===== src/design/cpuPkg.sv =====
package cpuPkg;

    typedef logic [31:0] word_t;
    typedef logic [4:0]  regAddr_t;

    typedef enum logic [2:0] {
        ALU_ADD,
        ALU_SUB,
        ALU_AND,
        ALU_OR,
        ALU_SLT,
        ALU_LUI
    } aluOp_t;

    // operand source seen by decode
    typedef enum logic [1:0] {
        FWD_REG,
        FWD_EXEC,
        FWD_MEM,
        FWD_WB
    } fwdSel_t;

    typedef struct packed {
        logic     regWrite;
        logic     memRead;
        logic     memWrite;
        logic     isBranch;
        logic     branchNe;   // invert the equality test
        logic     useImm;
        aluOp_t   aluOp;
        regAddr_t dst;
    } ctrlSign_t;

    typedef struct packed {
        word_t pc;
        word_t instr;
        logic  valid;
    } fetchToDec_t;

    typedef struct packed {
        word_t     pc;
        word_t     opA;
        word_t     opB;
        word_t     imm;
        word_t     branchTarget;
        ctrlSign_t sign;
    } decodeToExec_t;

    typedef struct packed {
        word_t     pc;
        word_t     aluResult;
        word_t     storeData;
        ctrlSign_t sign;
    } execToMem_t;

    typedef struct packed {
        word_t    pc;
        word_t    result;
        regAddr_t dst;
        logic     regWrite;
    } memToWb_t;

    localparam word_t DEFAULT_RESET_PC = 32'hbfc00000;

    localparam logic [5:0] OP_SPECIAL = 6'h00;   // R-type, funct selects
    localparam logic [5:0] OP_J       = 6'h02;
    localparam logic [5:0] OP_BEQ     = 6'h04;
    localparam logic [5:0] OP_BNE     = 6'h05;
    localparam logic [5:0] OP_ADDIU   = 6'h09;
    localparam logic [5:0] OP_ORI     = 6'h0d;
    localparam logic [5:0] OP_LUI     = 6'h0f;
    localparam logic [5:0] OP_LW      = 6'h23;
    localparam logic [5:0] OP_SW      = 6'h2b;

    localparam logic [5:0] FN_ADDU = 6'h21;
    localparam logic [5:0] FN_SUBU = 6'h23;
    localparam logic [5:0] FN_AND  = 6'h24;
    localparam logic [5:0] FN_OR   = 6'h25;
    localparam logic [5:0] FN_SLT  = 6'h2a;

endpackage


===== src/design/pipeCtrlIf.sv =====
interface pipeCtrlIf import cpuPkg::*; ();

    logic    freeze;       // a memory port is stalled
    logic    flushDec;     // F/D takes a bubble
    logic    flushExec;    // D/E takes a bubble
    logic    stallFront;   // pc and F/D hold
    fwdSel_t fwdA;
    fwdSel_t fwdB;

    modport hazard (
        output freeze, flushDec, flushExec, stallFront, fwdA, fwdB
    );

    modport front (
        input freeze, flushDec, stallFront, fwdA, fwdB
    );

    // stage register controls
    modport pipe (
        input freeze, flushDec, flushExec, stallFront
    );

endinterface


===== src/design/cpuTop.sv =====
module cpuTop import cpuPkg::*; #(
    parameter word_t RESET_PC = DEFAULT_RESET_PC
) (
    input  logic       clk,
    input  logic       rst_i,
    // fetch port
    output word_t      instAddr_o,
    output logic       instEn_o,
    input  word_t      instData_i,
    input  logic       instStall_i,
    // data port
    output logic       dataEn_o,
    output logic       dataWe_o,
    output word_t      dataAddr_o,
    output word_t      dataWdata_o,
    input  word_t      dataRdata_i,
    input  logic       dataStall_i,
    // writeback trace
    output word_t      debugWbPc_o,
    output logic [3:0] debugWbWen_o,
    output regAddr_t   debugWbWnum_o,
    output word_t      debugWbWdata_o
);

    fetchToDec_t   fetchF;
    fetchToDec_t   fetchD;
    decodeToExec_t decD;
    decodeToExec_t decE;
    execToMem_t    execE;
    execToMem_t    execM;
    memToWb_t      memM;
    memToWb_t      memW;
    regAddr_t      rsD;
    regAddr_t      rtD;
    word_t         rd1D;
    word_t         rd2D;
    logic          jumpTakenD;
    word_t         jumpTargetD;
    logic          branchTakenE;
    word_t         branchTargetE;
    word_t         execResultE;
    word_t         memResultM;
    logic          wbWrite;

    pipeCtrlIf ctrl ();

    // a frozen M/W entry retires once
    assign wbWrite = memW.regWrite & ~ctrl.freeze;

    fetchUnit #(.RESET_PC(RESET_PC)) fetch (
        .clk(clk), .rst_i(rst_i), .ctrl(ctrl),
        .branchTaken_i(branchTakenE), .branchTarget_i(branchTargetE),
        .jumpTaken_i(jumpTakenD), .jumpTarget_i(jumpTargetD),
        .instData_i(instData_i), .instAddr_o(instAddr_o), .instEn_o(instEn_o),
        .fetchOut_o(fetchF)
    );

    stageReg #(.payload_t(fetchToDec_t)) fdReg (
        .clk(clk), .rst_i(rst_i), .stall_i(ctrl.freeze | ctrl.stallFront),
        .flush_i(ctrl.flushDec), .d_i(fetchF), .q_o(fetchD)
    );

    decodeStage decode (
        .ctrl(ctrl), .fetchIn_i(fetchD), .rd1_i(rd1D), .rd2_i(rd2D),
        .execResult_i(execResultE), .memResult_i(memResultM), .wbResult_i(memW.result),
        .rs_o(rsD), .rt_o(rtD), .jumpTaken_o(jumpTakenD), .jumpTarget_o(jumpTargetD),
        .decOut_o(decD)
    );

    regFile regs (
        .clk(clk), .rst_i(rst_i), .raddr1_i(rsD), .raddr2_i(rtD),
        .we_i(wbWrite), .waddr_i(memW.dst), .wdata_i(memW.result),
        .rdata1_o(rd1D), .rdata2_o(rd2D)
    );

    hazardUnit hazard (
        .rs_i(rsD), .rt_i(rtD),
        .execDst_i(decE.sign.dst), .execRegWrite_i(decE.sign.regWrite),
        .execMemRead_i(decE.sign.memRead),
        .memDst_i(execM.sign.dst), .memRegWrite_i(execM.sign.regWrite),
        .wbDst_i(memW.dst), .wbRegWrite_i(memW.regWrite),
        .branchTaken_i(branchTakenE), .instStall_i(instStall_i), .dataStall_i(dataStall_i),
        .ctrl(ctrl)
    );

    stageReg #(.payload_t(decodeToExec_t)) deReg (
        .clk(clk), .rst_i(rst_i), .stall_i(ctrl.freeze),
        .flush_i(ctrl.flushExec), .d_i(decD), .q_o(decE)
    );

    executeUnit execute (
        .execIn_i(decE), .branchTaken_o(branchTakenE), .branchTarget_o(branchTargetE),
        .execOut_o(execE), .execResult_o(execResultE)
    );

    stageReg #(.payload_t(execToMem_t)) emReg (
        .clk(clk), .rst_i(rst_i), .stall_i(ctrl.freeze),
        .flush_i(1'b0), .d_i(execE), .q_o(execM)
    );

    memStage mem (
        .memIn_i(execM), .dataRdata_i(dataRdata_i),
        .dataEn_o(dataEn_o), .dataWe_o(dataWe_o),
        .dataAddr_o(dataAddr_o), .dataWdata_o(dataWdata_o),
        .memOut_o(memM), .memResult_o(memResultM)
    );

    stageReg #(.payload_t(memToWb_t)) mwReg (
        .clk(clk), .rst_i(rst_i), .stall_i(ctrl.freeze),
        .flush_i(1'b0), .d_i(memM), .q_o(memW)
    );

    assign debugWbPc_o    = memW.pc;
    assign debugWbWen_o   = {4{wbWrite}};
    assign debugWbWnum_o  = memW.dst;
    assign debugWbWdata_o = memW.result;

endmodule


===== src/design/decodeStage.sv =====
module decodeStage import cpuPkg::*; (
    pipeCtrlIf.front      ctrl,
    input  fetchToDec_t   fetchIn_i,
    input  word_t         rd1_i,
    input  word_t         rd2_i,
    input  word_t         execResult_i,
    input  word_t         memResult_i,
    input  word_t         wbResult_i,
    output regAddr_t      rs_o,
    output regAddr_t      rt_o,
    output logic          jumpTaken_o,
    output word_t         jumpTarget_o,
    output decodeToExec_t decOut_o
);

    word_t     instr;
    word_t     slotPc;
    word_t     imm;
    ctrlSign_t sign;
    logic      known;
    logic      usesRs;
    logic      usesRt;
    logic      signExt;
    logic      isJump;
    logic      rdDst;

    function automatic word_t fwdMux(input fwdSel_t sel, input word_t regVal);
        case (sel)
            FWD_EXEC: return execResult_i;
            FWD_MEM:  return memResult_i;
            FWD_WB:   return wbResult_i;
            default:  return regVal;
        endcase
    endfunction

    assign instr  = fetchIn_i.instr;
    assign slotPc = fetchIn_i.pc + 32'd4;

    always_comb begin
        sign    = '0;
        known   = 1'b1;
        usesRs  = 1'b1;
        usesRt  = 1'b0;
        signExt = 1'b1;
        isJump  = 1'b0;
        rdDst   = 1'b0;
        case (instr[31:26])
            OP_SPECIAL: begin
                sign.regWrite = 1'b1;
                usesRt        = 1'b1;
                rdDst         = 1'b1;
                case (instr[5:0])
                    FN_ADDU: sign.aluOp = ALU_ADD;
                    FN_SUBU: sign.aluOp = ALU_SUB;
                    FN_AND:  sign.aluOp = ALU_AND;
                    FN_OR:   sign.aluOp = ALU_OR;
                    FN_SLT:  sign.aluOp = ALU_SLT;
                    default: known = 1'b0;
                endcase
            end
            OP_ADDIU: {sign.regWrite, sign.useImm} = 2'b11;
            OP_ORI: begin
                {sign.regWrite, sign.useImm} = 2'b11;
                sign.aluOp = ALU_OR;
                signExt    = 1'b0;
            end
            OP_LUI: begin
                {sign.regWrite, sign.useImm} = 2'b11;
                sign.aluOp = ALU_LUI;
                signExt    = 1'b0;
                usesRs     = 1'b0;
            end
            OP_LW: {sign.regWrite, sign.memRead, sign.useImm} = 3'b111;
            OP_SW: begin
                {sign.memWrite, sign.useImm} = 2'b11;
                usesRt = 1'b1;
            end
            OP_BEQ: begin
                sign.isBranch = 1'b1;
                usesRt        = 1'b1;
            end
            OP_BNE: begin
                {sign.isBranch, sign.branchNe} = 2'b11;
                usesRt = 1'b1;
            end
            OP_J: begin
                isJump = 1'b1;
                usesRs = 1'b0;
            end
            default: known = 1'b0;
        endcase
        sign.dst      = rdDst ? instr[15:11] : instr[20:16];
        sign.regWrite = sign.regWrite && (sign.dst != '0);   // writes to r0 vanish
        if (!sign.regWrite) sign.dst = '0;
        if (!known || !fetchIn_i.valid) begin
            sign   = '0;
            usesRs = 1'b0;
            usesRt = 1'b0;
            isJump = 1'b0;
        end
    end

    assign imm  = signExt ? {{16{instr[15]}}, instr[15:0]} : {16'b0, instr[15:0]};
    assign rs_o = usesRs ? instr[25:21] : '0;   // unused fields never raise hazards
    assign rt_o = usesRt ? instr[20:16] : '0;

    assign jumpTaken_o  = isJump;
    assign jumpTarget_o = {slotPc[31:28], instr[25:0], 2'b00};

    assign decOut_o = '{
        pc:           fetchIn_i.pc,
        opA:          fwdMux(ctrl.fwdA, rd1_i),
        opB:          fwdMux(ctrl.fwdB, rd2_i),
        imm:          imm,
        branchTarget: slotPc + {imm[29:0], 2'b00},
        sign:         sign
    };

endmodule


===== src/design/executeUnit.sv =====
module executeUnit import cpuPkg::*; (
    input  decodeToExec_t execIn_i,
    output logic          branchTaken_o,
    output word_t         branchTarget_o,
    output execToMem_t    execOut_o,
    output word_t         execResult_o
);

    word_t aluB;
    word_t aluOut;
    logic  operandsEq;

    assign aluB = execIn_i.sign.useImm ? execIn_i.imm : execIn_i.opB;

    always_comb begin
        case (execIn_i.sign.aluOp)
            ALU_ADD: aluOut = execIn_i.opA + aluB;
            ALU_SUB: aluOut = execIn_i.opA - aluB;
            ALU_AND: aluOut = execIn_i.opA & aluB;
            ALU_OR:  aluOut = execIn_i.opA | aluB;
            ALU_SLT: aluOut = {31'b0, $signed(execIn_i.opA) < $signed(aluB)};
            ALU_LUI: aluOut = {aluB[15:0], 16'b0};
            default: aluOut = '0;
        endcase
    end

    // beq and bne compare the two register operands, never the immediate
    assign operandsEq     = execIn_i.opA == execIn_i.opB;
    assign branchTaken_o  = execIn_i.sign.isBranch & (operandsEq ^ execIn_i.sign.branchNe);
    assign branchTarget_o = execIn_i.branchTarget;

    assign execOut_o = '{
        pc:        execIn_i.pc,
        aluResult: aluOut,
        storeData: execIn_i.opB,   // rt value for sw
        sign:      execIn_i.sign
    };

    assign execResult_o = aluOut;   // forward to decode

endmodule


===== src/design/fetchUnit.sv =====
module fetchUnit import cpuPkg::*; #(
    parameter word_t RESET_PC = DEFAULT_RESET_PC
) (
    input  logic        clk,
    input  logic        rst_i,
    pipeCtrlIf.front    ctrl,
    input  logic        branchTaken_i,
    input  word_t       branchTarget_i,
    input  logic        jumpTaken_i,
    input  word_t       jumpTarget_i,
    input  word_t       instData_i,
    output word_t       instAddr_o,
    output logic        instEn_o,
    output fetchToDec_t fetchOut_o
);

    word_t pc;
    word_t pcNext;
    logic  fetchEn;   // first request goes out the cycle after reset

    always_comb begin
        if (!fetchEn || ctrl.freeze || ctrl.stallFront) begin
            pcNext = pc;
        end else if (branchTaken_i) begin
            pcNext = branchTarget_i;   // branch in execute beats jump in decode
        end else if (jumpTaken_i) begin
            pcNext = jumpTarget_i;
        end else begin
            pcNext = pc + 32'd4;
        end
    end

    always_ff @(posedge clk) begin
        if (rst_i) begin
            pc      <= RESET_PC;
            fetchEn <= 1'b0;
        end else begin
            pc      <= pcNext;
            fetchEn <= 1'b1;
        end
    end

    assign instAddr_o = pc;
    assign instEn_o   = fetchEn;
    // wrong-path word behind a taken branch
    assign fetchOut_o = '{pc: pc, instr: instData_i, valid: fetchEn & ~ctrl.flushDec};

    pcAligned: assert property (@(posedge clk) disable iff (rst_i) pc[1:0] == 2'b00)
        else $error("fetchUnit: pc %h not word aligned", pc);

endmodule


===== src/design/hazardUnit.sv =====
module hazardUnit import cpuPkg::*; (
    input  regAddr_t   rs_i,
    input  regAddr_t   rt_i,
    input  regAddr_t   execDst_i,
    input  logic       execRegWrite_i,
    input  logic       execMemRead_i,
    input  regAddr_t   memDst_i,
    input  logic       memRegWrite_i,
    input  regAddr_t   wbDst_i,
    input  logic       wbRegWrite_i,
    input  logic       branchTaken_i,
    input  logic       instStall_i,
    input  logic       dataStall_i,
    pipeCtrlIf.hazard  ctrl
);

    logic loadUse;

    // youngest producer wins
    function automatic fwdSel_t pickSource(input regAddr_t src);
        if (src == '0) return FWD_REG;
        if (execRegWrite_i && execDst_i == src) return FWD_EXEC;
        if (memRegWrite_i && memDst_i == src) return FWD_MEM;
        if (wbRegWrite_i && wbDst_i == src) return FWD_WB;
        return FWD_REG;
    endfunction

    // load data only exists one stage later
    assign loadUse = execMemRead_i && execRegWrite_i &&
                     (execDst_i == rs_i || execDst_i == rt_i);

    assign ctrl.freeze     = instStall_i | dataStall_i;
    assign ctrl.stallFront = loadUse;
    assign ctrl.flushExec  = loadUse;
    assign ctrl.flushDec   = branchTaken_i;   // drop the fetch behind the delay slot
    assign ctrl.fwdA       = pickSource(rs_i);
    assign ctrl.fwdB       = pickSource(rt_i);

    // a load and a branch never share the execute stage
    always_comb begin
        assert final (!(ctrl.flushDec && ctrl.stallFront) || ctrl.freeze)
            else $error("hazardUnit: flush and front stall together");
    end

endmodule


===== src/design/memStage.sv =====
module memStage import cpuPkg::*; (
    input  execToMem_t memIn_i,
    input  word_t      dataRdata_i,
    output logic       dataEn_o,
    output logic       dataWe_o,
    output word_t      dataAddr_o,
    output word_t      dataWdata_o,
    output memToWb_t   memOut_o,
    output word_t      memResult_o
);

    assign dataEn_o    = memIn_i.sign.memRead | memIn_i.sign.memWrite;
    assign dataWe_o    = memIn_i.sign.memWrite;
    assign dataAddr_o  = memIn_i.aluResult;
    assign dataWdata_o = memIn_i.storeData;

    // load data is valid only while dataStall_i is low
    assign memResult_o = memIn_i.sign.memRead ? dataRdata_i : memIn_i.aluResult;

    assign memOut_o = '{
        pc:       memIn_i.pc,
        result:   memResult_o,
        dst:      memIn_i.sign.dst,
        regWrite: memIn_i.sign.regWrite
    };

    // base plus offset from decode and execute must land on a word
    always_comb begin
        assert final (!dataEn_o || dataAddr_o[1:0] == 2'b00)
            else $error("memStage: unaligned data address %h", dataAddr_o);
    end

endmodule


===== src/design/regFile.sv =====
module regFile import cpuPkg::*; (
    input  logic     clk,
    input  logic     rst_i,
    input  regAddr_t raddr1_i,
    input  regAddr_t raddr2_i,
    input  logic     we_i,
    input  regAddr_t waddr_i,
    input  word_t    wdata_i,
    output word_t    rdata1_o,
    output word_t    rdata2_o
);

    word_t regs [32];

    always_ff @(posedge clk) begin
        if (rst_i) begin
            for (int i = 0; i < 32; i++) begin
                regs[i] <= '0;
            end
        end else if (we_i && waddr_i != '0) begin
            regs[waddr_i] <= wdata_i;   // r0 stays zero
        end
    end

    // same-cycle writes reach decode through the wb forward path
    assign rdata1_o = regs[raddr1_i];
    assign rdata2_o = regs[raddr2_i];

endmodule


===== src/design/stageReg.sv =====
module stageReg #(
    parameter type payload_t = logic [31:0]
) (
    input  logic     clk,
    input  logic     rst_i,
    input  logic     stall_i,
    input  logic     flush_i,
    input  payload_t d_i,
    output payload_t q_o
);

    // stall wins over flush, so a held stage keeps its instruction
    always_ff @(posedge clk) begin
        if (rst_i) begin
            q_o <= '0;
        end else if (!stall_i) begin
            q_o <= flush_i ? '0 : d_i;   // zero payload is a bubble
        end
    end

    bubbleAfterClear: assert property (
        @(posedge clk) (rst_i || (flush_i && !stall_i)) |=> (q_o == '0)
    ) else $error("stageReg: payload not cleared after reset or flush");

endmodule


===== config.mk =====
export PLATFORM = sky130hd
export DESIGN_NAME = cpuTop
export DESIGN_NICKNAME = d
export VERILOG_FILES = /design/src/design/cpuPkg.sv /design/src/design/pipeCtrlIf.sv /design/src/design/cpuTop.sv /design/src/design/decodeStage.sv /design/src/design/executeUnit.sv /design/src/design/fetchUnit.sv /design/src/design/hazardUnit.sv /design/src/design/memStage.sv /design/src/design/regFile.sv /design/src/design/stageReg.sv
export SDC_FILE = /design/constraint.sdc
export NUM_CORES = 2
export LEC_CHECK = 0
export ABC_AREA = 1
export CORE_UTILIZATION = 35
export DETAILED_ROUTE_END_ITERATION = 12
export DONT_BUFFER_PORTS = 1
export PLACE_DENSITY = 0.6
export SETUP_SLACK_MARGIN = 0.05
export SYNTH_ARGS = -nofsm -noshare
export SYNTH_HDL_FRONTEND = slang
export SYNTH_SLANG_ARGS = --single-unit

===== constraint.sdc =====
create_clock -name clk -period 3.7 [get_ports clk]
set_input_delay 0.185 -clock clk [delete_from_list [all_inputs] [get_ports clk]]
set_output_delay 0.185 -clock clk [all_outputs]
set_load 0.02 [all_outputs]

==> results.json <==
{
  "post_drt_wl_per_cell_um": 26.19,
  "netlist_area_sq_um": 83540,
  "multi_input_area_sq_um": 39510,
  "initial_core_util_pct": 35.35,
  "fin_crit_sh_pct": 101.5,
  "rows": 178,
  "synth_async_sr_flop_share_pct": 0,
  "power_density_nw_per_um2": 393.6,
  "relSlewSlack_pct": 19.03,
  "crit_type": "reg -> reg",
  "post-route-drc-count": 0,
  "numCtsBuffers": 166,
  "p_total_mw": 40.32,
  "cap_violations": 0,
  "fmax_ghz": 0.2663,
  "end_kind": "flop",
  "fin_skew_ns": 0.06464,
  "hold_violations": 277,
  "root_buffer": "clkbuf_16",
  "drtIter0Drc": 12620,
  "worstMarginPinSlew_ns": 1.213,
  "num_vias": 86230,
  "max-vdd-ir-drop_v": 0.0005530,
  "post_synth.cell_area_avg_sq_um": 7.494,
  "cp.arrival_ns": 4.44,
  "dieArea_sq_um": 240600,
  "area_delta_synth_final_pct": 22.64,
  "violations": "negative hold slack, negative setup slack",
  "gp_congestion": 1.031,
  "grt_setup_unrepaired": "true",
  "synth_top_area_share_pct": 36.81,
  "synth_seq_cells": 1453,
  "hold-worst-slack_ns": -0.5103,
  "core_area_sq_um": 236300,
  "setup_viol": 2,
  "fin_util_pct": 43.36,
  "nFillCells": 23320,
  "regArea_sq_um": 39380,
  "r2r-start": "fdReg.q_o[36]",
  "worst_ep_required_time_ns": 4.38,
  "grt_pass1_wl_um": 544900,
  "grt_antenna_before_repair": 17,
  "grt_max_degree": 340,
  "placedCellCount": 14380,
  "min_path_type": "in -> reg",
  "synthTopCellsByArea": "edfxtp_1, nand2_1, dfxtp_1",
  "die_w_um": 490.6,
  "worstSkewPairLatency_ns": 0.87,
  "final_layout_size_suffix_gt1_share_pct": 15.43,
  "worst_setup_path_start_kind": "flop",
  "firstDrtPassIters": 9,
  "die_h_um": 490.6,
  "synth_cell_types": 58,
  "cts.clk_slew.worst_paths_ns": 0.07,
  "worstReg2RegEnd": "deReg.q_o[44]",
  "endpoint": "deReg.q_o[44]",
  "viasPerCell": 5.797,
  "outcome": "finished with violations",
  "crit_fanout": 3,
  "final_max_slew_viol_count": 0,
  "dp_hpwl_um": 254800,
  "htree_levels": 4,
  "instances_no_fill": 14880,
  "setup_tns_ns": -0.1021,
  "grt_pass1_vias": 80240,
  "grt_usage_pct": 30.42,
  "cts_max_path_buffers": 3,
  "ys.flop_type": "edfxtp_1",
  "syn_inst": 11150,
  "grt-ovfl-total": 0,
  "portBuffers": 0,
  "ys.warnings.count": 0,
  "power_leakage_nw": 41.63,
  "setup_ws_ns": -0.05492,
  "rr_worst_depth": 26,
  "cts.sinks": 1453,
  "synth_common_cells": "nand2_1, nor2_1, nand3_1, edfxtp_1, inv_1",
  "yosysMostFrequentCell": "nand2_1",
  "synth_largest_area_cell": "edfxtp_1",
  "hp-start": "instData_i[10]",
  "ioPinCount": 240,
  "postRouteWirelength_um": 389600,
  "ant_nets": 0,
  "finalCriticalPeriod_ns": 3.755,
  "r2r_slack_ns": -0.05,
  "ys_seq_area_share_pct": 47.09,
  "synth-edff-count": 1024,
  "cts_tree": "built",
  "crit_start": "fdReg.q_o[36]",
  "nNetsFinal": 11780
}
-- what timing repair did --
| action | in CTS | in global routing |
|---|---|---|
| cloned | 1 | 21 |
| endpoints found under the hold margin | 388 | 288 |
| pin swaps | 21 | 84 |
| hold buffers | 68 | 2 |
| resized for setup | 131 | 399 |
| setup endpoints to repair | 79 | 168 |
| setup buffers | 20 | 75 |
-- where the power goes --
part | leakage, nW | internal, mW | switching (mW)
sequential | 14.1 | 18.0 | 0.594
clock | 2.61 | 9.38 | 7.43
combinational | 24.9 | 1.68 | 3.26
-- metrics by stage --
stage / worst slack, ns / area [sq um]
2_1_floorplan: 0.09165 / 83660
3_3_place_gp: -0.5283 / 93020
3_5_place_dp: -0.3743 / 93020
4_1_cts: -0.07610 / 99790
5_1_grt: -0.2541 / 102400
6_report: -0.05492 / 102500
-- metal layers --
| metal | vias up | part of all wire (%) | track usage [%] |
|---|---|---|---|
| li1 | 37940 | - | - |
| met1 | 41240 | 39 | 40.05 |
| met2 | 5893 | 43 | 45.71 |
| met3 | 1142 | 12 | 7.201 |
| met4 | 18 | 6.3 | 16.98 |
| met5 | - | 0.035 | 0 |
-- final cells by class --
class	instances	area share, %
multi-input combinational	8058	38.57
sequential	1453	38.44
clock buffer	207	4.315
tap	3150	3.847
inverter	739	2.768
antenna	7	0.01710
timing repair buffer	1165	11.09
clock inverter	97	0.9538
-- kinds of logic after synthesis --
| family | after synthesis | share of synthesized area (%) |
|---|---|---|
| other | 1 | 0.004489 |
| XOR/XNOR | 105 | 1.101 |
| AND/OR/NAND/NOR | 6203 | 31.34 |
| AO/OA/AOI/OAI | 1585 | 10.33 |
| buffers and inverters | 1669 | 8.133 |
| multiplexers | 2 | 0.02396 |
| flip-flops | 1453 | 47.09 |
| adder cells (fa/ha/maj) | 130 | 1.974 |
-- sequential cells by signal, summed over array words and instances, names as in the netlist --
signal / cells
fetch.instAddr_o: 32
emReg.q_o: 104
fdReg.q_o: 65
deReg.q_o: 157
regs.regs: 1024
mwReg.q_o: 70
fetch.instEn_o: 1
-- worst min-delay path by stage --
| stage | cells past startpoint | endpoint | slack, ns |
|---|---|---|---|
| after CTS | 1 | deReg.q_o[122] | -0.61 |
| after global routing | 1 | deReg.q_o[142] | -0.58 |
| final | 2 | fdReg.q_o[11] | -0.51 |
| after global placement | 1 | deReg.q_o[122] | 0.30 |
| after detailed placement | 1 | deReg.q_o[120] | 0.29 |
| after floorplan | 2 | fdReg.q_o[11] | 0.35 |
-- worst max-delay path, cell delays in order (launching register included) --
cell	delay (ns)
dfxtp_4	0.36
buf_4	0.12
ha_4	0.14
nand3_4	0.09
inv_4	0.08
nand2_4	0.06
nor2_4	0.10
nand3_2	0.10
nor4_2	0.17
buf_4	0.16
nand2_1	0.07
nor2_4	0.13
buf_4	0.12
xor2_1	0.13
inv_1	0.09
ha_4	0.27
nand2_1	0.08
o21a_1	0.21
nor3_2	0.21
nor3_2	0.07
buf_4	0.12
o211ai_1	0.13
a21oi_1	0.12
o21bai_1	0.19
a21oi_1	0.09
o21ai_1	0.08
a21oi_1	0.08
-- cell usage in the layout (no fill, tap or decap), types with 70 or more instances in the layout --
cell type | synthesis | layout
a21oi_1 | 657 | 593
o211ai_1 | 140 | 140
nand2_1 | 2738 | 2642
dlygate4sd3_1 | 0 | 70
dfxtp_1 | 429 | 400
nand3_1 | 1504 | 1450
inv_1 | 719 | 702
clkbuf_16 | 0 | 188
nand4_1 | 138 | 138
ha_1 | 127 | 98
o21ai_0 | 637 | 580
nand3b_1 | 76 | 76
buf_12 | 0 | 139
edfxtp_1 | 1024 | 1024
nand2_2 | 4 | 86
nor2_1 | 1607 | 1552
buf_4 | 78 | 906
(Power assumes the default switching activity.)
